**config.mk**
```make
export PLATFORM = sky130hd
export DESIGN_NAME = fetchUnit
export DESIGN_NICKNAME = d
export VERILOG_FILES = /design/src/source/memTypesPkg.sv /design/src/source/fetchUnit.sv
export SDC_FILE = /design/constraint.sdc
export NUM_CORES = 1
export LEC_CHECK = 0
export BUFFER_PORTS_ARGS = -buffer_cell sky130_fd_sc_hd__buf_2
export CORE_ASPECT_RATIO = 1.5
export CORE_MARGIN = 2
export CORE_UTILIZATION = 45
export DETAILED_ROUTE_END_ITERATION = 12
export PLACE_DENSITY = 0.74
export SLEW_MARGIN = 10
export SYNTH_ARGS = -nofsm -noshare
export SYNTH_HDL_FRONTEND = slang
export SYNTH_SLANG_ARGS = --single-unit
```
**constraint.sdc**
```tcl
create_clock -name clk -period 2.6 [get_ports clk]
set_input_delay 0.26 -clock clk [delete_from_list [all_inputs] [get_ports clk]]
set_output_delay 0.26 -clock clk [all_outputs]
set_load 0.01 [all_outputs]
```
**src/source/memTypesPkg.sv**
```systemverilog
`default_nettype none

package memTypesPkg;

    localparam int addrBits = 32;
    localparam int wordBits = 32;
    localparam int byteBits = 8;
    localparam int lenBits  = 3;

    typedef logic [addrBits-1:0] addrT;
    typedef logic [byteBits-1:0] byteT;
    typedef logic [wordBits-1:0] wordT;
    // access length in bytes, 1, 2 or 4
    typedef logic [lenBits-1:0]  lenT;

    typedef enum logic [3:0] {
        opLb,
        opLh,
        opLw,
        opLbu,
        opLhu,
        opSb,
        opSh,
        opSw
    } memOpT;

endpackage

`default_nettype wire

```
**src/source/fetchUnit.sv**
```systemverilog
`timescale 1ns/1ps
`default_nettype none

module fetchUnit import memTypesPkg::*; #(
    parameter addrT resetPc = '0
) (
    input  wire  clk,
    input  wire  rst,
    input  wire  instTake,
    input  wire  redirect,
    input  addrT redirectPc,
    output logic instValid,
    output wordT inst,
    output addrT instPc,
    output logic fetchEn,
    output addrT fetchAddr,
    input  wire  fetchDone,
    input  wordT fetchInst
);

    addrT pc;
    addrT reqPc;
    logic busy;
    // in-flight result belongs to a stale pc
    logic discard;

    assign fetchEn   = busy;
    assign fetchAddr = reqPc;
    assign instPc    = pc;

    always_ff @(posedge clk) begin
        if (rst) begin
            pc        <= resetPc;
            busy      <= 1'b0;
            discard   <= 1'b0;
            instValid <= 1'b0;
        end else begin
            if (fetchDone) begin
                busy    <= 1'b0;
                discard <= 1'b0;
                if (!discard && !redirect) begin
                    instValid <= 1'b1;
                end
            end else if (!busy && !instValid) begin
                busy <= 1'b1;
            end
            if (redirect) begin
                pc        <= redirectPc;
                instValid <= 1'b0;
                if (busy && !fetchDone) begin
                    discard <= 1'b1;
                end
            end else if (instValid && instTake) begin
                pc        <= pc + addrT'(4);
                instValid <= 1'b0;
            end
        end
    end

    always_ff @(posedge clk) begin
        if (fetchDone) begin
            inst <= fetchInst;
        end
        if (!busy && !instValid) begin
            reqPc <= redirect ? redirectPc : pc;
        end
    end

endmodule

`default_nettype wire

```
## Word-level counts from Yosys, hierarchy flattened

Index checks and enable logic that the tools add are counted.

- Register bits after elaboration: 99
- Input port bits: 69
- Word-level logic and storage cells: 26
- Output and inout bits: 98

- Add/sub/neg operators: 1
- Mux-type cells: 6
- Reductions and logical operators: 13

Operators with widths:

| cell | count |
|---|---|
| 2-to-1 mux 32 bit | 3 |
| adder 32 x 3 -> 32 bit (second input constant) | 1 |
| zero test 1 bit | 5 |
| logical AND 1 bit | 4 |
| 2-to-1 mux 1 bit | 3 |
| OR reduction 3 bit | 1 |
| AND reduction 2 bit | 1 |
| nonzero test 2 bit | 1 |
| OR reduction 2 bit | 1 |

## Logic depth before layout (Yosys ltp)

- Word-level depth: 4
- Gate-level depth with buffers: 7
- Mapped depth without buffers: 5

## Worst setup path after synthesis

No wires, ideal clock.

- Path type: register to register
- Start: register instValid
- End: register reqPc[0] (netlist: fetchAddr[0]) (enable)
- Setup time: 0.421 ns
- Period minus slack after synthesis: 2.264 ns
- Path buffers: 1
- Data required time: 2.179 ns
- Arrival time: 1.843 ns
- Cell stages (with the launch flop): 3
- Slack: 0.336 ns
- Path through: dfxtp_1 -> buf_2 -> nor2_1

- Cells in the longest elaborated chain, start to end: 2

Ends and longest elaborated chain:

| what | RTL line | RTL |
|---|---|---|
| start, declared | fetchUnit.sv:12 | `output logic instValid,` |
| start signal, assigned | fetchUnit.sv:36 | `instValid <= 1'b0;` |
| start signal, assigned | fetchUnit.sv:42 | `instValid <= 1'b1;` |
| start signal, assigned | fetchUnit.sv:49 | `instValid <= 1'b0;` |
| zero test 1 bit | fetchUnit.sv:64 | `if (!busy && !instValid) begin` |
| logical AND 1 bit | fetchUnit.sv:64 |  |
| end signal, assigned | fetchUnit.sv:65 | `reqPc <= redirect ? redirectPc : pc;` |
| end, declared | fetchUnit.sv:22 | `addrT reqPc;` |

No other way between the ends.
A chain may end at the register's enable or synchronous reset.

## Worst setup path after layout

- Start: register pc[10] (netlist: instPc[10])
- End: register pc[24] (netlist: instPc[24])

- Cells in the longest elaborated chain, start to end: 3

Ends and longest elaborated chain:

| what | RTL line | RTL |
|---|---|---|
| start, declared | fetchUnit.sv:21 | `addrT pc;` |
| start signal, assigned | fetchUnit.sv:33 | `pc <= resetPc;` |
| start signal, assigned | fetchUnit.sv:48 | `pc <= redirectPc;` |
| start signal, assigned | fetchUnit.sv:54 | `pc <= pc + addrT'(4);` |
| adder 32 x 3 -> 32 bit | fetchUnit.sv:54 |  |
| 2-to-1 mux 32 bit | fetchUnit.sv:53 | `end else if (instValid && instTake) begin` |
| 2-to-1 mux 32 bit | fetchUnit.sv:47 | `if (redirect) begin` |

No other way between the ends. The select of a mux whose other input is x is not followed.

==> metrics.txt <==
GRT Residual Overflow 0; post-synthesis sequential area ratio 60.75%; asr flop ratio synth 0%; Layout Utilization 59.59%; Pwr per Cell Area 677.7 nW/µm²; initial cell density of the core 46.38%; Multi-input gate area 1544 µm²; Crit Reg-Reg Endpoint instPc[24]; max-cap viol count 0; routed vias 3,598; Highest Signal Layer met4; crit-path cells and4_1 -> nand4_1 -> or3_1 -> a2111oi_1; I/O pin cnt 167; Final Power 3.759 mW; top cells by count, synth edfxtp_1, nand2_1, dfxtp_1, nor2_1, mux2_2; H-tree Lvls 3; worst slew pin tran 0.7395 ns; drt wl/cell 16.77 µm; fraction of power spent switching nets 25.09%; Filler Cell Count 789; type of origin of the critical path flop; die footprint 10,410 µm²; Hold/Removal Path Class input pin to flop; Crit. End Element flop; net switching power 943.2 µW; M1 WL 4205 µm; status complete, no violations; Setup Fix Bufs, Post-CTS 0; Finished Layout Cells 653; Reg-to-Reg Start instPc[10]; Post-CTS Hold Buffers 0; DIE WIDTH 83.97 µm; nets@finish 606; syn nets 448; Lkg Pwr 2.369 nW; CP Depth 4; post-synthesis sequential element count 99; largest net degree at the start of global routing 42; synthesized instance count 378; P&R area growth vs syn 28.49%; Register-to-Register Setup Slack 0.43 ns; number of global-route vias before repair 3,276; cell with the most instances after synthesis edfxtp_1; row count 43; Tcrit/Tclk final 83.35%; clock latency on the worst-skew pair 0.34 ns; DP Worst Slack 0.4545 ns; Critical Path RT 2.83 ns; top cells by area, synth edfxtp_1, dfxtp_1, mux2_2; path depth of the worst reg2reg path 4; CTS Buf Count 9; Worst-path clk slew 0.07 ns; min cycle time layout 2.167 ns; HPWL after DPL 8144 µm; Netlist cell types 47; Syn. warnings 0; vias per cell 5.510; Achievable Freq 461.4 MHz; clock power share 37.4%; final hold viol count 0; crit path DAT 2.40 ns; post-synthesis cell area 4317 µm²; Final ANT Viol Nets 0; Critical Path End instPc[24]; Met2 Wirelength 5736 µm; Sink Count 99; Placed Cells 637; cell taking the most area after synthesis edfxtp_1; CP max stage delay 0.49 ns; RSZ-0062 raised after global routing false; initial antenna violation count 0; hold path cells 1; Pint 2.816 mW; clock skew 0.006014 ns; first-pass GRT wire length 16,970 µm; DIE HEIGHT 124.0 µm; gp weighted congestion 0.8538; Seq pwr share 50.5%; syn avg cell area 11.42 µm²; Rel. slew slack 50.70%; Gate power share 12.1%; Setup CP Type flop to flop; Slew Limit Fails 0; Inserted Diodes 0; Critical path buffers and inverters 0; final wirelength 10,950 µm; final worst slack 0.4328 ns; peak supply drop 0.4318 mV; Post-route DRC 0; core area 9308 µm²; crit path launch instPc[10]; dominant synthesized flop cell edfxtp_1; CP Max Fanout 11; post-CTS sizing 0; storage element area 2623 µm²; CP max-delay cell or3_1; Synth top area share 44.52%; setup TNS 0 ns; Port Buffers 166; # setup viols final 0; Post-synth EDFFs 64; met3 WL 636 µm; CTS Buffer Depth 2; layout cells sized above 1 39.56%; Pre-antenna DRT Iters 5; CTS tree done; initial DRC count 231; CTS root buf clkbuf_16; cell family with the largest share of critical-path delay simple AND/OR/NAND/NOR gates; GRT Total Usage 20.94%
routing by layer:
metal	vias up	global-route usage, %
met3	30	4.109
li1	1733	-
met2	144	36.10
met1	1691	24.95
met4	0	10.79
met5	-	0
flip-flops by register name, summed over array words and instances (netlist names):
signal	flops
fetchAddr	32
fetchEn	1
discard	1
instPc	32
inst	32
instValid	1
worst register-to-register path, stage by stage (launching register included):
cell and delay [ns]:
dfxtp_1 0.44, and4_1 0.41, nand4_1 0.40, or3_1 0.49, a2111oi_1 0.32
area by class of cell:
cell class              instances  area share (%)
clock buffers                  10           4.309
well taps                     112           2.526
multi-input cells             245           27.84
inverters                       9          0.6091
flip-flops and latches         99           47.28
clock inverters                 6           1.421
repair buffers                172           16.02
layout by cell type, fill, tap and decap left out, types with 9 or more instances in the layout:
cell       instances
buf_2            166
edfxtp_1          64
nand2_1           39
dfxtp_1           35
nor2_1            34
mux2_2            16
nand3_1           15
o21ai_0           13
nand4_1           12
nor3_1            11
inv_1              9
a311oi_1           9
a211oi_1           9
clkbuf_16          9
how the worst min path moves through the flow:
stage                        from       end  slack (ns)
floorplan               fetchDone   fetchEn        0.34
global placement    fetchInst[13]  inst[13]        0.44
detailed placement  fetchInst[20]  inst[20]        0.44
CTS                 fetchInst[13]  inst[13]        0.08
global route        fetchInst[28]  inst[28]        0.07
finish              fetchInst[21]  inst[21]        0.09
stage by stage:
stage	hold slack [ns]	instance area [µm²]
after global routing	0.07409	5547
after CTS	0.08173	5547
after floorplan	0.3385	4317
after detailed placement	0.4382	5229
after global placement	0.4363	5229
final	0.08748	5547
power by group through the flow:
| stage | Clock [mW] | Sequential (mW) | Combinational (mW) |
|---|---|---|---|
| finish | 1.41 | 1.90 | 0.454 |
| global route | 1.49 | 1.91 | 0.497 |
| CTS | 1.43 | 1.90 | 0.462 |
| detailed placement | 0 | 1.94 | 0.460 |
| global placement | 0 | 1.93 | 0.452 |
| floorplan | 0 | 1.99 | 0.155 |
cells by family after synthesis:
kind of cell / synth area share, %
multiplexers: 4.870
flip-flops: 60.75
AO/OA/AOI/OAI: 9.450
buffers and inverters: 3.652
XOR/XNOR: 1.623
adder cells (fa/ha/maj): 0.2898
AND/OR/NAND/NOR: 19.36
Power figures use the tool's default switching activity.
