**config.mk**
```make
export PLATFORM = sky130hd
export DESIGN_NAME = loadStoreUnit
export DESIGN_NICKNAME = d
export VERILOG_FILES = /design/src/source/memTypesPkg.sv /design/src/source/loadStoreUnit.sv
export SDC_FILE = /design/constraint.sdc
export NUM_CORES = 1
export LEC_CHECK = 0
export BUFFER_PORTS_ARGS = -buffer_cell sky130_fd_sc_hd__buf_2
export CAP_MARGIN = 20
export CORE_MARGIN = 5
export CORE_UTILIZATION = 40
export DETAILED_ROUTE_END_ITERATION = 16
export HOLD_SLACK_MARGIN = 0.1
export PLACE_DENSITY = 0.83
export RECOVER_POWER = 100
export SYNTH_ARGS = -nofsm -noshare
export SYNTH_HDL_FRONTEND = slang
export SYNTH_SLANG_ARGS = --single-unit
```
**constraint.sdc**
```tcl
create_clock -name clk -period 10.4 [get_ports clk]
set_clock_uncertainty 0.05 [all_clocks]
set_input_delay 0 -clock clk [delete_from_list [all_inputs] [get_ports clk]]
set_output_delay 0 -clock clk [all_outputs]
set_load 0.01 [all_outputs]
```
**src/source/memTypesPkg.sv**
```systemverilog
`default_nettype none

package memTypesPkg;

    localparam int addrBits = 32;
    localparam int wordBits = 32;
    localparam int byteBits = 8;
    localparam int lenBits  = 3;

    typedef logic [addrBits-1:0] addrT;
    typedef logic [byteBits-1:0] byteT;
    typedef logic [wordBits-1:0] wordT;
    // access length in bytes, 1, 2 or 4
    typedef logic [lenBits-1:0]  lenT;

    typedef enum logic [3:0] {
        opLb,
        opLh,
        opLw,
        opLbu,
        opLhu,
        opSb,
        opSh,
        opSw
    } memOpT;

endpackage

`default_nettype wire

```
**src/source/loadStoreUnit.sv**
```systemverilog
`timescale 1ns/1ps
`default_nettype none

module loadStoreUnit import memTypesPkg::*; (
    input  wire   clk,
    input  wire   rst,

    input  wire   lsuEn,
    input  memOpT lsuOp,
    input  addrT  lsuAddr,
    input  wordT  lsuWrite,
    output logic  lsuDone,
    output wordT  lsuRead,
    output logic  lsuBusy,

    output logic  dataEn,
    output logic  dataStore,
    output lenT   dataLen,
    output addrT  dataAddr,
    output wordT  dataWrite,
    input  wire   dataDone,
    input  wordT  dataRead
);

    memOpT op;
    logic  busy;

    always_ff @(posedge clk) begin
        if (rst) begin
            busy <= 1'b0;
        end else if (!busy && lsuEn) begin
            busy <= 1'b1;
        end else if (dataDone) begin
            busy <= 1'b0;
        end
    end

    always_ff @(posedge clk) begin
        if (!busy && lsuEn) begin
            op        <= lsuOp;
            dataAddr  <= lsuAddr;
            dataWrite <= lsuWrite;
        end
    end

    assign lsuBusy = busy;
    assign dataEn  = busy;
    assign lsuDone = dataDone;

    assign dataStore = (op == opSb) || (op == opSh) || (op == opSw);

    always_comb begin
        case (op)
            opLb, opLbu, opSb: dataLen = lenT'(1);
            opLh, opLhu, opSh: dataLen = lenT'(2);
            default:           dataLen = lenT'(4);
        endcase
    end

    // extension of the raw bytes
    always_comb begin
        case (op)
            opLb:    lsuRead = {{24{dataRead[7]}}, dataRead[7:0]};
            opLh:    lsuRead = {{16{dataRead[15]}}, dataRead[15:0]};
            opLw:    lsuRead = dataRead;
            opLbu:   lsuRead = {24'h0, dataRead[7:0]};
            opLhu:   lsuRead = {16'h0, dataRead[15:0]};
            default: lsuRead = '0;
        endcase
    end

endmodule

`default_nettype wire

```
## Word level (Yosys, flattened, before mapping)

Cells that the tools add are included.

- Memory bits (read-only): 0
- RAM bits: 0
- Bits in latches: 0
- Word-level logic and storage cells: 23
- Memories kept: 0
- Bits of input ports: 104
- Bits in registers: 69

- $lt $le $gt $ge: 0
- $mul: 0
- Equality and inequality tests: 7
- Mux-type cells: 4
- Div/mod/pow operators: 0
- Shift-type cells: 0
- Reductions and logical operators: 8
- Bitwise logic cells: 0
- Add/sub/neg operators: 0

Operator list:

| cell | count |
|---|---|
| one-hot mux 32 bit (5 select lines) | 1 |
| equality test 4 x 3 -> 1 bit (second input constant) | 4 |
| equality test 4 x 2 -> 1 bit (second input constant) | 2 |
| one-hot mux 3 bit (2 select lines) | 1 |
| OR reduction 3 bit | 2 |
| equality test 4 x 1 -> 1 bit (second input constant) | 1 |
| zero test 4 bit | 1 |
| logical OR 1 bit | 2 |
| 2-to-1 mux 1 bit | 2 |
| nonzero test 2 bit | 1 |
| logical AND 1 bit | 1 |
| zero test 1 bit | 1 |

## Logic depth before layout (Yosys ltp)

- Word-level depth: 3
- Depth in mapped cells: 6
- Mapped depth without buffers: 3

## Worst setup path after synthesis

Ideal clock, no wire load.

- Path kind: register -> register
- Start: register busy, in the netlist dataEn
- End: register dataAddr[0] (enable)
- Stages on the path, launching flop included: 2
- Setup slack: 6.459 ns
- Buffers on the path: 0
- Arrival time: 3.390 ns
- Required time: 9.848 ns
- Cell sequence: dfxtp_1 -> nor2b_1

- Word-level cells in the longest chain between the ends: 2

RTL lines:

| element | line | text |
|---|---|---|
| start: declaration | loadStoreUnit.sv:26 | `logic busy;` |
| start signal: assignment | loadStoreUnit.sv:30 | `busy <= 1'b0;` |
| start signal: assignment | loadStoreUnit.sv:32 | `busy <= 1'b1;` |
| start signal: assignment | loadStoreUnit.sv:34 | `busy <= 1'b0;` |
| zero test 1 bit | loadStoreUnit.sv:39 | `if (!busy && lsuEn) begin` |
| logical AND 1 bit | loadStoreUnit.sv:39 |  |
| end signal: assignment | loadStoreUnit.sv:41 | `dataAddr <= lsuAddr;` |
| end: declaration | loadStoreUnit.sv:19 | `output addrT dataAddr,` |

No other way between the ends.
A chain may end at the register's enable or synchronous reset.

## Final worst setup path

- Start: register busy, in the netlist dataEn
- End: register dataWrite[15] (enable)

- Word-level cells in the longest chain between the ends: 2

RTL lines:

| element | line | text |
|---|---|---|
| zero test 1 bit | loadStoreUnit.sv:39 |  |
| logical AND 1 bit | loadStoreUnit.sv:39 |  |
| end signal: assignment | loadStoreUnit.sv:42 | `dataWrite <= lsuWrite;` |
| end: declaration | loadStoreUnit.sv:20 | `output wordT dataWrite,` |

No other way between the ends.

==> impl_summary.txt <==
----------------------------------------------------
[Status]
  Result of the run ... complete, but fails checks
  Violations in the final reports ... capacitance limit, slew limit

[Timing]
  Total negative slack ... 0 ps
  Setup repair after global routing missed its margin ... no
  Share of the clock period used by the worst path ... 38.0%
  Peak Freq ... 0.253 GHz
  Hold Fails Final Rpt ... 0
  Worst Tran Pin Value ... 2540 ps
  Number of setup violations in the final report ... 0
  Slew Limit Headroom ... -69.1%
  Final hold slack ... 185 ps
  Max-slew violation count ... roughly 90
  Clock period minus worst slack ... slightly below 4000 ps

[Placed design]
  Post-placement cell count ... about 460
  Dpl hpwl ... 6.17 mm
  Port Buf Inserts ... 206
  Routability congestion estimate from global placement ... between 0.7 and 0.8

[Synthesis]
  Top cell types by occurrence after synthesis ... sky130_fd_sc_hd__edfxtp_1 (68), sky130_fd_sc_hd__nand2_1 (40), sky130_fd_sc_hd__nor2b_1 (12)
  Fraction of synthesized cell area taken by the top area cell type ... 75.5%
  Cell type contributing the most total cell area after synthesis ... sky130_fd_sc_hd__edfxtp_1
  Most common cell in the synthesized netlist ... sky130_fd_sc_hd__edfxtp_1
  Post-Syn Area per Cell ... around 15 µm²
  Syn Std Cell Area ... roughly 2700 µm²
  Synth top area cells ... sky130_fd_sc_hd__edfxtp_1 (75%), sky130_fd_sc_hd__nand2_1 (5.6%), sky130_fd_sc_hd__mux2_2 (3.3%)
  Gate count of the mapped netlist ... 182
  Post-synth top flop ... sky130_fd_sc_hd__edfxtp_1
  Number of enable-type register cells in the synthesized netlist ... 68
  Post-synth ARST share ... 0%
  Number of warnings issued by yosys ... 0
  Synth Register Bits ... 69
  Post-synth cell types ... 23
  Share of the yosys chip area belonging to registers ... 76.2%
  Total nets after synthesis ... 286

[Cells and area]
  Total of fill cells in the finished design ... 525
  Net count, final ... between 500 and 600
  Fraction of final layout cells with drive strength greater than 1 ... 26.6%
  Post-route insts no fill ... 543
  Area delta synth->final ... 66.7%
  Inserted Diodes ... 0

[Floorplan]
  Boundary pin count ... 207
  Die footprint ... 8510 µm²
  Starting density of the core ... 40.5%
  Placeable core region ... around 6700 µm²
  Chip Height ... just over 90 µm
  Number of standard-cell rows in the floorplan ... 30
  Die X ... 92.2 µm

[Power]
  Peak ir drop on the vdd network ... 0.123 mV
  Power per standard cell area ... 144 nW/µm²
  Leakage power total ... 0.00185 µW

[GRT]
  Global route overflow ... 0
  Total track usage ... between 20% and 30%
  Vias in the first global route ... roughly 2700
  Antenna violations before repair ... 0
  First-pass GRT wire length ... 14.9 mm
  Pin count of the biggest net entering global routing ... 52

[Clock tree]
  Root buf cell ... sky130_fd_sc_hd__clkbuf_8
  Num Clock Sinks ... 69
  Buffer levels on the longest clock path ... 2
  Later-pin clock latency in the skew report ... around 330 ps
  Post-CTS sizing ... 0
  Buffers inserted during post-CTS setup optimization ... 0
  Number of levels the H-tree was split into ... 3
  Number of buffers created by CTS ... 9
  CTS tree ... yes
  Clock input transition at the sequential cells of the worst setup and hold paths ... 70 ps

[Worst hold path]
  Hold WC Path Type ... primary input to output port

[Detailed routing]
  Remaining antenna violation count ... 0
  Vias per std cell ... 4.74
  Wire length after detailed routing ... between 10 and 15 mm
  Remaining routing DRC violations ... 0
  Via count ... 2575
  Routed length per placed instance ... ~19 µm
  Number of iterations in the first detailed-routing pass ... 4
  1st-iter DRT viols ... 117

[Job]
  Number of max-cap violations ... 3

[Worst setup path]
  Startpoint type of the worst setup path ... register
  CP arrival ... 3800 ps
  Crit Path Class ... register to register
  Worst-path maximum fanout ... 51
  Crit end category ... register
  Worst endpoint required time ... a little over 10000 ps

----------------------------------------------------
## cells by family (layout without fill, tap and decap cells)
family                    after synthesis  after routing  share of synthesized area [%]
AOI/OAI and AO/OA                      20             20                           3.98
and+or+nand+nor                        68             68                           12.2
xor gates and xnor gates                2              2                          0.648
DFF                                    69             69                           76.2
buffers and inverters                  13            294                           2.87
muxes                                  10             10                           4.07
## stage by stage
step | area (µm²) | worst slack (ps) | util, % | total power [µW]
2_1_floorplan | 2710 | 6460 | - | 376
3_3_place_gp | 3780 | 8550 | 56.5 | 417
3_5_place_dp | 3780 | 8460 | 56.5 | 420
4_1_cts | 4670 | 8090 | 69.9 | 647
5_1_grt | 4510 | 6110 | 67.5 | 672
6_report | 4510 | 6450 | 67.5 | 648
## power breakdown
| group | switching [µW] | internal (µW) | leakage [µW] |
|---|---|---|---|
| clock network | 105 | 110 | 0.0000968 |
| logic | 49.4 | 47.4 | 0.00109 |
| registers | 9.61 | 327 | 0.000659 |
## path summary, 6_finish.rpt
path,startpoint,end,slack [ps],cells past startpoint
setup / recovery,dataEn,dataWrite[15],6450,2
hold / removal,dataDone,lsuDone,180,2
setup reg to reg,dataEn,dataWrite[15],6450,2
hold reg to reg,dataEn,dataWrite[31],970,1
## layout by cell type (no fill, tap or decap), types with 2 or more instances in the layout
cell / count
sky130_fd_sc_hd__buf_2: 98
sky130_fd_sc_hd__clkinv_2: 3
sky130_fd_sc_hd__clkbuf_1: 107
sky130_fd_sc_hd__mux2i_1: 2
sky130_fd_sc_hd__edfxtp_1: 68
sky130_fd_sc_hd__and2_0: 7
sky130_fd_sc_hd__clkbuf_8: 9
sky130_fd_sc_hd__nand2_1: 40
sky130_fd_sc_hd__nor2_1: 5
sky130_fd_sc_hd__dlygate4sd3_1: 70
sky130_fd_sc_hd__nor2b_1: 12
sky130_fd_sc_hd__clkbuf_2: 2
sky130_fd_sc_hd__a21oi_1: 9
sky130_fd_sc_hd__mux2_2: 8
sky130_fd_sc_hd__o21ai_0: 8
## worst max-delay path: stages, from the launching register on
cell and delay [ps]:
sky130_fd_sc_hd__dfxtp_1 360, sky130_fd_sc_hd__nor2b_1 1190, sky130_fd_sc_hd__clkbuf_1 1890
## final cells by class
class                   count  area (µm²)  area share, %
clock buffers               9         124           2.75
clock inverters             7        65.1           1.44
inverters                   1        3.75         0.0833
multi-input cells         100         551           12.2
flip-flops and latches     69        2060           45.7
well taps                  80         100           2.22
repair buffers            277        1600           35.6
## routing by layer
metal | vias up | global-route usage, % | share of wire, %
met5 | - | 0 | 0
met4 | 0 | 7.05 | 1.3
met3 | 13 | 9.11 | 12
met2 | 184 | 42.6 | 53
met1 | 1182 | 25.5 | 34
li1 | 1196 | - | -
## flip-flops by register name (all words and copies together), names as in the netlist
signal     count
dataWrite     32
op             4
dataAddr      32
dataEn         1
## repair_timing
action | CTS | global route
hold buffers | 70 | 0
setup endpoints to repair | 0 | 0
endpoints found under the hold margin | 69 | 0
No activity file was read; power rests on OpenSTA's default activity.
