--- config.mk ---
export PLATFORM = sky130hd
export DESIGN_NAME = memCtrl
export DESIGN_NICKNAME = d
export VERILOG_FILES = /design/src/source/memTypesPkg.sv /design/src/source/memCtrlPkg.sv /design/src/source/memCtrl.sv
export SDC_FILE = /design/constraint.sdc
export NUM_CORES = 1
export LEC_CHECK = 0
export BUFFER_PORTS_ARGS = -buffer_cell sky130_fd_sc_hd__buf_2
export CAP_MARGIN = 20
export CORE_ASPECT_RATIO = 0.5
export CORE_MARGIN = 2
export CORE_UTILIZATION = 44
export CTS_CLUSTER_SIZE = 8
export DETAILED_ROUTE_END_ITERATION = 8
export PLACE_DENSITY_LB_ADDON = 0.12
export SLEW_MARGIN = 20
export SYNTH_ARGS = -nofsm -noshare
export SYNTH_HDL_FRONTEND = slang
export SYNTH_SLANG_ARGS = --single-unit
--- constraint.sdc ---
create_clock -name clk -period 4.7 [get_ports clk]
set_input_delay 1.175 -clock clk [delete_from_list [all_inputs] [get_ports clk]]
set_output_delay 1.175 -clock clk [all_outputs]
set_load 0.1 [all_outputs]
--- src/source/memTypesPkg.sv ---
`default_nettype none

package memTypesPkg;

    localparam int addrBits = 32;
    localparam int wordBits = 32;
    localparam int byteBits = 8;
    localparam int lenBits  = 3;

    typedef logic [addrBits-1:0] addrT;
    typedef logic [byteBits-1:0] byteT;
    typedef logic [wordBits-1:0] wordT;
    // access length in bytes, 1, 2 or 4
    typedef logic [lenBits-1:0]  lenT;

    typedef enum logic [3:0] {
        opLb,
        opLh,
        opLw,
        opLbu,
        opLhu,
        opSb,
        opSh,
        opSw
    } memOpT;

endpackage

`default_nettype wire

--- src/source/memCtrlPkg.sv ---
`default_nettype none

package memCtrlPkg;

    typedef enum logic [1:0] {
        idle,
        readInst,
        readData,
        writeData
    } ctrlStateT;

    // byte counter within one access
    typedef logic [2:0] stageT;

endpackage

`default_nettype wire

--- src/source/memCtrl.sv ---
`timescale 1ns/1ps
`default_nettype none

module memCtrl import memTypesPkg::*, memCtrlPkg::*; (
    input  wire  clk,
    input  wire  rst,
    input  wire  rdy,
    input  wire  ioBufferFull,

    input  wire  fetchEn,
    input  addrT fetchAddr,
    output logic fetchDone,
    output wordT fetchInst,

    input  wire  dataEn,
    input  wire  dataStore,
    input  lenT  dataLen,
    input  addrT dataAddr,
    input  wordT dataWrite,
    output logic dataDone,
    output wordT dataRead,

    output logic ramWe,
    output addrT ramAddr,
    output byteT ramDin,
    input  byteT ramDout
);

    ctrlStateT   state;
    stageT       stage;
    stageT       idx;
    logic        stall;
    logic        done;
    addrT        base;
    lenT         len;
    wordT        wdata;
    logic [23:0] hold;

    assign stall = !rdy || ioBufferFull;

    // last stage of the active access
    assign done = (state != idle) && (stage == stageT'(len)) && !stall;

    assign fetchDone = done && (state == readInst);
    assign dataDone  = done && (state != readInst);

    // reads run one byte ahead of the stage; a stall re-presents the previous address
    assign idx = (state == writeData || stall) ? stage - stageT'(1) : stage;

    always_comb begin
        if (state == idle) begin
            ramAddr = dataEn ? dataAddr : fetchAddr;
        end else begin
            ramAddr = base + addrT'(idx);
        end
    end

    assign ramWe  = (state == writeData) && !stall;
    assign ramDin = wdata[{idx[1:0], 3'b000} +: 8];

    assign fetchInst = {ramDout, hold};

    // raw bytes, zero above the access length
    always_comb begin
        case (len)
            3'd1:    dataRead = {24'h0, ramDout};
            3'd2:    dataRead = {16'h0, ramDout, hold[7:0]};
            default: dataRead = {ramDout, hold};
        endcase
    end

    always_ff @(posedge clk) begin
        if (rst) begin
            state <= idle;
            stage <= '0;
        end else if (!stall) begin
            case (state)
                idle: begin
                    if (dataEn) begin
                        state <= dataStore ? writeData : readData;
                        stage <= stageT'(1);
                    end else if (fetchEn) begin
                        state <= readInst;
                        stage <= stageT'(1);
                    end
                end
                default: begin
                    if (stage == stageT'(len)) begin
                        state <= idle;
                    end else begin
                        stage <= stage + stageT'(1);
                    end
                end
            endcase
        end
    end

    // latched request and collected bytes
    always_ff @(posedge clk) begin
        if (!stall) begin
            if (state == idle) begin
                if (dataEn) begin
                    base  <= dataAddr;
                    len   <= dataLen;
                    wdata <= dataWrite;
                end else if (fetchEn) begin
                    base <= fetchAddr;
                    len  <= lenT'(4);
                end
            end else if (state != writeData && stage != stageT'(len)) begin
                case (stage)
                    3'd1:    hold[7:0]   <= ramDout;
                    3'd2:    hold[15:8]  <= ramDout;
                    3'd3:    hold[23:16] <= ramDout;
                    default: hold        <= hold;
                endcase
            end
        end
    end

endmodule

`default_nettype wire

* Word level (Yosys, flattened, before mapping)
Index checks and enable logic that the tools add are counted.
** Storage, ports and cells
- Register bits :: 96
- Input bits :: 114
- Output and inout bits :: 107
- Word-level logic and storage cells :: 65
** Cells by class
- $add $sub $neg :: 3
- Equality and inequality tests :: 13
- Shift-type cells :: 1
- Mux-type cells :: 17
- Bitwise logic cells :: 2
- Reductions and logical operators :: 21
** Operators by type and width (number)
- two-way mux 32 bit :: 4
- one-hot mux 32 bit (2 select lines) :: 1
- adder 32 x 3 -> 32 bit :: 1
- variable part select 32 x 6 -> 8 bit :: 1
- two-way mux 3 bit :: 7
- AND reduction 3 bit :: 4
- AND reduction 4 bit :: 3
- equality test 3 x 2 -> 1 bit, second input constant :: 3
- two-way mux 2 bit :: 4
- equality test 3 x 1 -> 1 bit, second input constant :: 2
- logical AND 1 bit :: 6
- nonzero test 2 bit :: 3
- inequality test 2 bit, second input constant :: 2
- adder 3 x 1 -> 3 bit, second input constant :: 1
- equality test 3 bit :: 1
- inequality test 3 bit :: 1
- inequality test 3 bit, second input constant :: 1
- subtractor 3 x 1 -> 3 bit, second input constant :: 1
- equality test 2 x 1 -> 1 bit, second input constant :: 1
- equality test 2 bit, second input constant :: 1
- zero test 1 bit :: 2
- zero test 2 bit :: 1
- logical OR 1 bit :: 2
- inequality test 2 x 1 -> 1 bit, second input constant :: 1
- 2 further kinds :: 3

* Longest topological paths before layout
Gate-level depths: netlist (run 1).
- Depth in word-level cells :: 6
- Gate-level depth with buffers :: 14
- Depth with buffers taken out :: 11

* Least setup slack after synthesis (run 1)
OpenSTA, ideal clock, no wires.
- Kind :: input to output
- Start point :: input rdy
- End point :: output ramAddr[26]
- Arrival time :: 5620 ps
- Required time :: 3525 ps
- Slack :: -2095 ps
- Cell stages on the path :: 14
- Buffers on the path :: 3
- Cell sequence :: nor2b_1 clkbuf_2 nand2_2 xnor2_4 buf_6 ha_1 inv_1 fa_1 nand2b_1 a21oi_2 buf_2 nand4b_1 xor2_1 o21ai_0
** Between the ends
- Longest elaborated chain between the ends :: 6
** RTL lines
- start: declaration :: line memCtrl.sv:7 : input wire rdy,
- zero test 1 bit :: line memCtrl.sv:39 : assign stall = !rdy || ioBufferFull;
- logical OR 1 bit :: line memCtrl.sv:39
- logical OR 1 bit :: line memCtrl.sv:48 : assign idx = (state == writeData || stall) ? stage - stageT'(1) : stage;
- two-way mux 3 bit :: line memCtrl.sv:48
- adder 32 x 3 -> 32 bit :: line memCtrl.sv:54 : ramAddr = base + addrT'(idx);
- two-way mux 32 bit :: line memCtrl.sv:51 : if (state == idle) begin
- end: declaration :: line memCtrl.sv:24 : output addrT ramAddr,
No other way between the ends.

* Worst setup path after layout (run 1)
- Start point :: input ioBufferFull
- End point :: output ramAddr[30]
** Between the ends
- Longest elaborated chain between the ends :: 5
** RTL lines
- start: declaration :: line memCtrl.sv:8 : input wire ioBufferFull,
- logical OR 1 bit :: line memCtrl.sv:39
- logical OR 1 bit :: line memCtrl.sv:48
- two-way mux 3 bit :: line memCtrl.sv:48
- adder 32 x 3 -> 32 bit :: line memCtrl.sv:54
- two-way mux 32 bit :: line memCtrl.sv:51
No other way between the ends.

==> results.py, run 1 <==
metrics = {
    "run_status": {
        "outcome": "completed",
    },
    "grt": {
        "grt_pass1_vias": 4130,
        "grt_pass1_wl_um": 20700,
        "gr-usage-all-layers": 0.204,
        "gr-total-overflow": 0,
        "antenna_found_initial": 0,
        "grt_max_degree": 36,
    },
    "clocking": {
        "cts.path.max_buffers": 2,
        "cts.sinks": 96,
        "cts_root_buffer": "clkbuf_16",
        "insertion_delay_ns": 0.33,
        "cts_buffers": 9,
        "cts_tree": "built",
        "hold_buffers": 0,
        "htreeDepth": 3,
        "clk_pin_slew_ns": 0.07,
    },
    "power_and_ir_drop": {
        "p_int_w": 0.00169,
        "powerDensity_nw_per_um2": 342,
        "seqPwrFrac": 0.361,
        "p_switching_w": 0.00105,
        "clkPwrFrac": 0.246,
        "power_frac_comb": 0.393,
        "irDropWorstVdd_v": 0.000179,
        "power.leakage_nw": 3.28,
        "switching_share": 0.382,
        "p_total_w": 0.00274,
    },
    "route": {
        "drc_errors": 0,
        "first_iter_violations": 175,
        "viasPerCell": 5.01,
        "vias": 4260,
        "ant_nets": 0,
        "dr.pass1.iters": 4,
        "routed_wl_um": 13200,
        "wire_per_inst_um": 15.6,
    },
    "synthesis": {
        "syn_area_um2": 5340,
        "yosys_warnings": 0,
        "synth_largest_area_cell": "edfxtp_1",
        "synth-main-ff-cell": "edfxtp_1",
        "synth_fp_nets": 580,
        "yosysSeqAreaShare": 0.531,
        "synth.area.top_cells": "edfxtp_1, mux2_2, mux2i_1",
        "yosysUniqueCellTypes": 50,
        "ys_async_sr_fraction": 0,
        "syn_avg_cell_area_um2": 11.7,
        "ys_ff_latch": 96,
        "synth-edff-count": 91,
        "synth_top_area_share": 0.512,
        "netlist_instances": 457,
    },
    "floorplanning": {
        "die_x_um": 160,
        "die_h_um": 81.9,
        "ioPinCount": 221,
        "initial_core_util": 0.451,
        "dieArea_um2": 13100,
        "rows": 28,
        "core_um2": 11800,
    },
    "sta": {
        "period_share": 1.00,
        "skew_ns": 0.00878,
        "tightest_slew_ns": 1.00,
        "slew_headroom": 0.329,
        "finalMaxSlewViolations": 0,
        "hold_viol": 0,
        "period_minus_slack_ns": 4.70,
        "holdWs_ns": 0.637,
        "fmaxAchievable_mhz": 213,
        "setup_viol": 0,
        "rsz0062_at_grt": "true",
    },
    "worst_setup_path": {
        "cp_data_arrival_time_ns": 3.52,
        "required_ns": 3.52,
        "path_max_fanout": 4,
        "crit_type": "in -> out",
        "start_kind": "input port",
        "crit_path_end_kind": "primary output",
    },
    "final_layout": {
        "nets": 803,
        "n_fill_cell": 903,
        "final_layout_size_suffix_gt1_frac": 0.530,
        "antenna_cells": 0,
        "final_util": 0.677,
        "area_growth_pct": 50.2,
    },
    "place": {
        "portBuffers": 220,
        "dp_hpwl_um": 9800,
        "routabilityCongestion": 0.785,
    },
    "hold_path": {
        "min_path_type": "reg -> reg",
    },
    "run": {
        "cap_violations": 0,
    },
}
==> routing by layer <==
layer  GRT usage  wire, µm  up-vias
li1            -         -     2089
met3      0.0591       795        2
met5           0         0        -
met2       0.366      6660      131
met1       0.252      5750     2038
met4      0.0387        40        0
==> worst max-delay path, cell delays in order <==
cell and delay (ns):
buf_6 0.09, nor2b_1 0.10, buf_4 0.16, nand2_8 0.07, xnor2_4 0.16, ha_4 0.16
inv_2 0.03, fa_2 0.33, nand2b_4 0.16, a21oi_4 0.17, nand3_4 0.09, or4_4 0.44
a31oi_4 0.19, buf_12 0.19
==> final cells by class <==
class                      instances  area (µm²)  area share
clock inverter                     5        41.3     0.00515
tap                              165         206      0.0257
multi-input combinational        320        2770       0.346
inverter                          10        37.5     0.00468
timing repair buffer             243        1890       0.236
sequential                        96        2830       0.353
clock buffer                      11         233      0.0290
==> Yosys cell counts, types with 8 or more instances <==
| cell type | count |
|---|---|
| nor2_1 | 18 |
| o21ai_0 | 31 |
| and3_1 | 9 |
| xor2_1 | 25 |
| mux2i_1 | 24 |
| ha_1 | 8 |
| a21oi_1 | 21 |
| nand2_1 | 44 |
| xnor2_1 | 9 |
| nand3_1 | 12 |
| nor2b_1 | 26 |
| clkbuf_1 | 17 |
| nand4_1 | 11 |
| mux2_2 | 41 |
| inv_1 | 9 |
| edfxtp_1 | 91 |
| buf_4 | 9 |
==> cell families after synthesis <==
logic type / after synthesis / synth area share
AOI/OAI and AO/OA: 65 / 0.0687
xor gates and xnor gates: 35 / 0.0609
adders and majority gates: 9 / 0.0225
buffers and inverters: 41 / 0.0373
DFF: 96 / 0.531
muxes: 65 / 0.131
and+or+nand+nor: 146 / 0.149
==> flip-flops by register name, summed over array words and instances (netlist names) <==
name,count
stage,3
state,2
len,3
wdata,32
base,32
hold,24
==> worst paths after layout <==
path / start / slack (ns) / depth (start not counted) / endpoint
max: ioBufferFull / 0.0006 / 14 / ramAddr[30]
min: stage[1] / 0.64 / 1 / stage[1]
max reg2reg: len[1] / 2.50 / 5 / hold[5]
min reg2reg: stage[1] / 0.64 / 1 / stage[1]
==> cells in the final DEF, fill, tap and decap left out, types with 8 or more instances in the layout <==
cell,netlist,final
a21oi_1,21,10
a21oi_4,0,8
and3_1,9,9
buf_12,0,40
buf_2,2,178
buf_4,9,21
clkbuf_16,0,9
edfxtp_1,91,91
mux2_2,41,41
mux2i_1,24,16
mux2i_2,0,8
nand2_1,44,44
nand3_1,12,11
nand4_1,11,11
nor2_1,18,17
nor2b_1,26,26
o21ai_0,31,9
o21ai_4,0,20
xnor2_1,9,9
xor2_1,25,24
==> power groups by stage <==
stage               logic (W)  registers, W  clock network (W)
floorplan            0.000739       0.00100                  0
global placement      0.00107       0.00101                  0
detailed placement    0.00107       0.00101                  0
CTS                   0.00108      0.000989           0.000691
global route          0.00112      0.000992           0.000732
finish                0.00108      0.000989           0.000675
==> what timing repair did <==
action | in CTS | in global routing
pin swaps | 2 | 4
endpoints found under the setup margin | 2 | 21
setup buffers | 0 | 2
resized for setup | 3 | 9
==> metrics by stage <==
stage	TNS, ns	setup slack (ns)	cell area [µm²]	std cells
CTS	-0.00896	-0.00896	7970	848
global placement	-0.0102	-0.0102	7670	832
global route	-0.641	-0.0816	8020	850
floorplan	-4.89	-0.493	5770	457
detailed placement	-0.0428	-0.0218	7670	832
finish	0	0.000637	8020	850
No activity file was read; power rests on OpenSTA's default activity.
==> run 2, diff against run 1 <==
Settings changed: CORE_UTILIZATION 44 to 53, RECOVER_POWER from default to 100.
Clock period 4.7 ns to 5.6 ns, I/O delays scaled along.
==> run 2 against run 1 <==
- the run now ends with capacitance limit, slew limit left
- global-route usage increased by 4.0 points
- clock skew is 0.0020 ns lower
- sequential share of layout area up 4.9 points
- first-iteration DRC count up 54%
- largest cell class unchanged
- highest routed layer unchanged
==> results.py, run 2 (same netlist as run 1, synthesis figures left out) <==
metrics = {
    "final_layout": {
        "final_cell_mix": "buf_2, edfxtp_1, clkbuf_1",
        "stdcell_area_um2": 7040,
        "antenna_cells": 0,
        "final_layout_size_suffix_gt1_frac": 0.336,
        "top_regs": "base (32), wdata (32), hold (24)",
        "nets": 788,
        "final_util": 0.733,
        "area_growth_pct": 31.8,
        "layout_commonest_cell": "buf_2",
    },
    "clocking": {
        "cts-resized-gates": 0,
        "cts_tree": "built",
        "cts.sinks": 96,
        "cts.path.max_buffers": 2,
        "cts_root_buffer": "clkbuf_16",
        "insertion_delay_ns": 0.35,
        "cts_buffers": 9,
        "clk_pin_slew_ns": 0.07,
        "cts_setup_buffers": 0,
        "htreeDepth": 3,
        "hold_buffers": 0,
    },
    "worst_setup_path": {
        "start_kind": "input port",
        "required_ns": 4.20,
        "cp_data_arrival_time_ns": 4.02,
        "rr_worst_depth": 3,
        "crit_type": "in -> out",
        "path_max_fanout": 39,
        "crit_path_end_kind": "primary output",
    },
    "sta": {
        "skew_ns": 0.00680,
        "period_minus_slack_ns": 5.42,
        "tns_ns": 0,
        "slew_headroom": -0.525,
        "setup_viol": 0,
        "fin_ws_ns": 0.184,
        "period_share": 0.967,
        "tightest_slew_ns": 2.29,
        "holdWs_ns": 0.648,
        "fmaxAchievable_mhz": 185,
        "rsz0062_at_grt": "false",
        "finalMaxSlewViolations": 110,
        "hold_viol": 0,
    },
    "route": {
        "routed_wl_um": 13300,
        "ant_nets": 0,
        "wire_per_inst_um": 16.5,
        "dr.pass1.iters": 4,
        "drc_errors": 0,
        "first_iter_violations": 269,
        "vias": 4242,
        "viasPerCell": 5.27,
    },
    "place": {
        "post-place-ws_ns": 0.256,
        "place_area_um2": 7240,
        "routabilityCongestion": 0.821,
        "portBuffers": 220,
        "dp_hpwl_um": 9700,
    },
    "run_status": {
        "outcome": "finished, violations left",
        "violations": "capacitance limit, slew limit",
    },
    "floorplanning": {
        "ioPinCount": 221,
        "rows": 25,
        "dieArea_um2": 10900,
        "die_x_um": 146,
        "die_h_um": 75.0,
        "core_um2": 9600,
        "initial_core_util": 0.556,
    },
    "grt": {
        "grt_pass1_wl_um": 20400,
        "antenna_found_initial": 0,
        "grt_max_degree": 40,
        "grt_pass1_vias": 4051,
        "gr-usage-all-layers": 0.244,
        "gr-total-overflow": 0,
    },
    "hold_path": {
        "min_path_cells": 1,
        "min_path_type": "reg -> reg",
    },
    "power_and_ir_drop": {
        "powerDensity_nw_per_um2": 306,
        "power.leakage_nw": 2.76,
        "irDropWorstVdd_v": 0.000180,
    },
    "run": {
        "cap_violations": 3,
    },
}
run 2: cell types whose count changed in the layout (fill, tap and decap cells not counted), sizes merged:
cell,before,now
buf,243,121
clkbuf,11,116
clkinv,2,3
inv,11,12
run 2: cell type report:
cell class                 count  area [µm²]
multi-input combinational    320        2560
inverter                      10        37.5
clock inverter                 7        61.3
fill                         735        2570
timing repair buffer         228        1150
tap                          135         169
clock buffer                   9         225
sequential                    96        2830
run 2: final timing paths:
kind / startpoint / to / slack, ns
setup / recovery: dataEn / ramAddr[0] / 0.18
hold reg to reg: stage[2] / stage[2] / 0.65
setup reg to reg: state[1] / base[5] / 2.37
hold / removal: stage[2] / stage[2] / 0.65
run 2: routing by layer:
metal  part of all wire  up-vias  global-route usage  wire, µm
met4              0.014        0              0.0741       183
li1                   -     2076                   -         -
met1               0.44     1984               0.310      5820
met2               0.48      164               0.420      6370
met5                  0        -                   0         0
met3              0.071       18              0.0685       943
run 2: worst max-delay path, stage by stage:
cell      delay, ns
clkbuf_1       1.60
mux2_2         0.44
nand2_1        0.05
nand2_1        0.07
buf_2          0.42
run 2: power by group:
part / switching (W) / total [W] / internal (W)
logic: 0.000564 / 0.000729 / 0.000165
registers: 0.0000174 / 0.000831 / 0.000813
clock network: 0.000282 / 0.000591 / 0.000309
total: 0.000863 / 0.00215 / 0.00129
run 2: through the flow:
step | cells | total power, W
6_report | 805 | 0.00215
5_1_grt | 805 | 0.00222
4_1_cts | 805 | 0.00226
3_5_place_dp | 789 | 0.00168
3_3_place_gp | 789 | 0.00167
2_1_floorplan | 457 | 0.00143
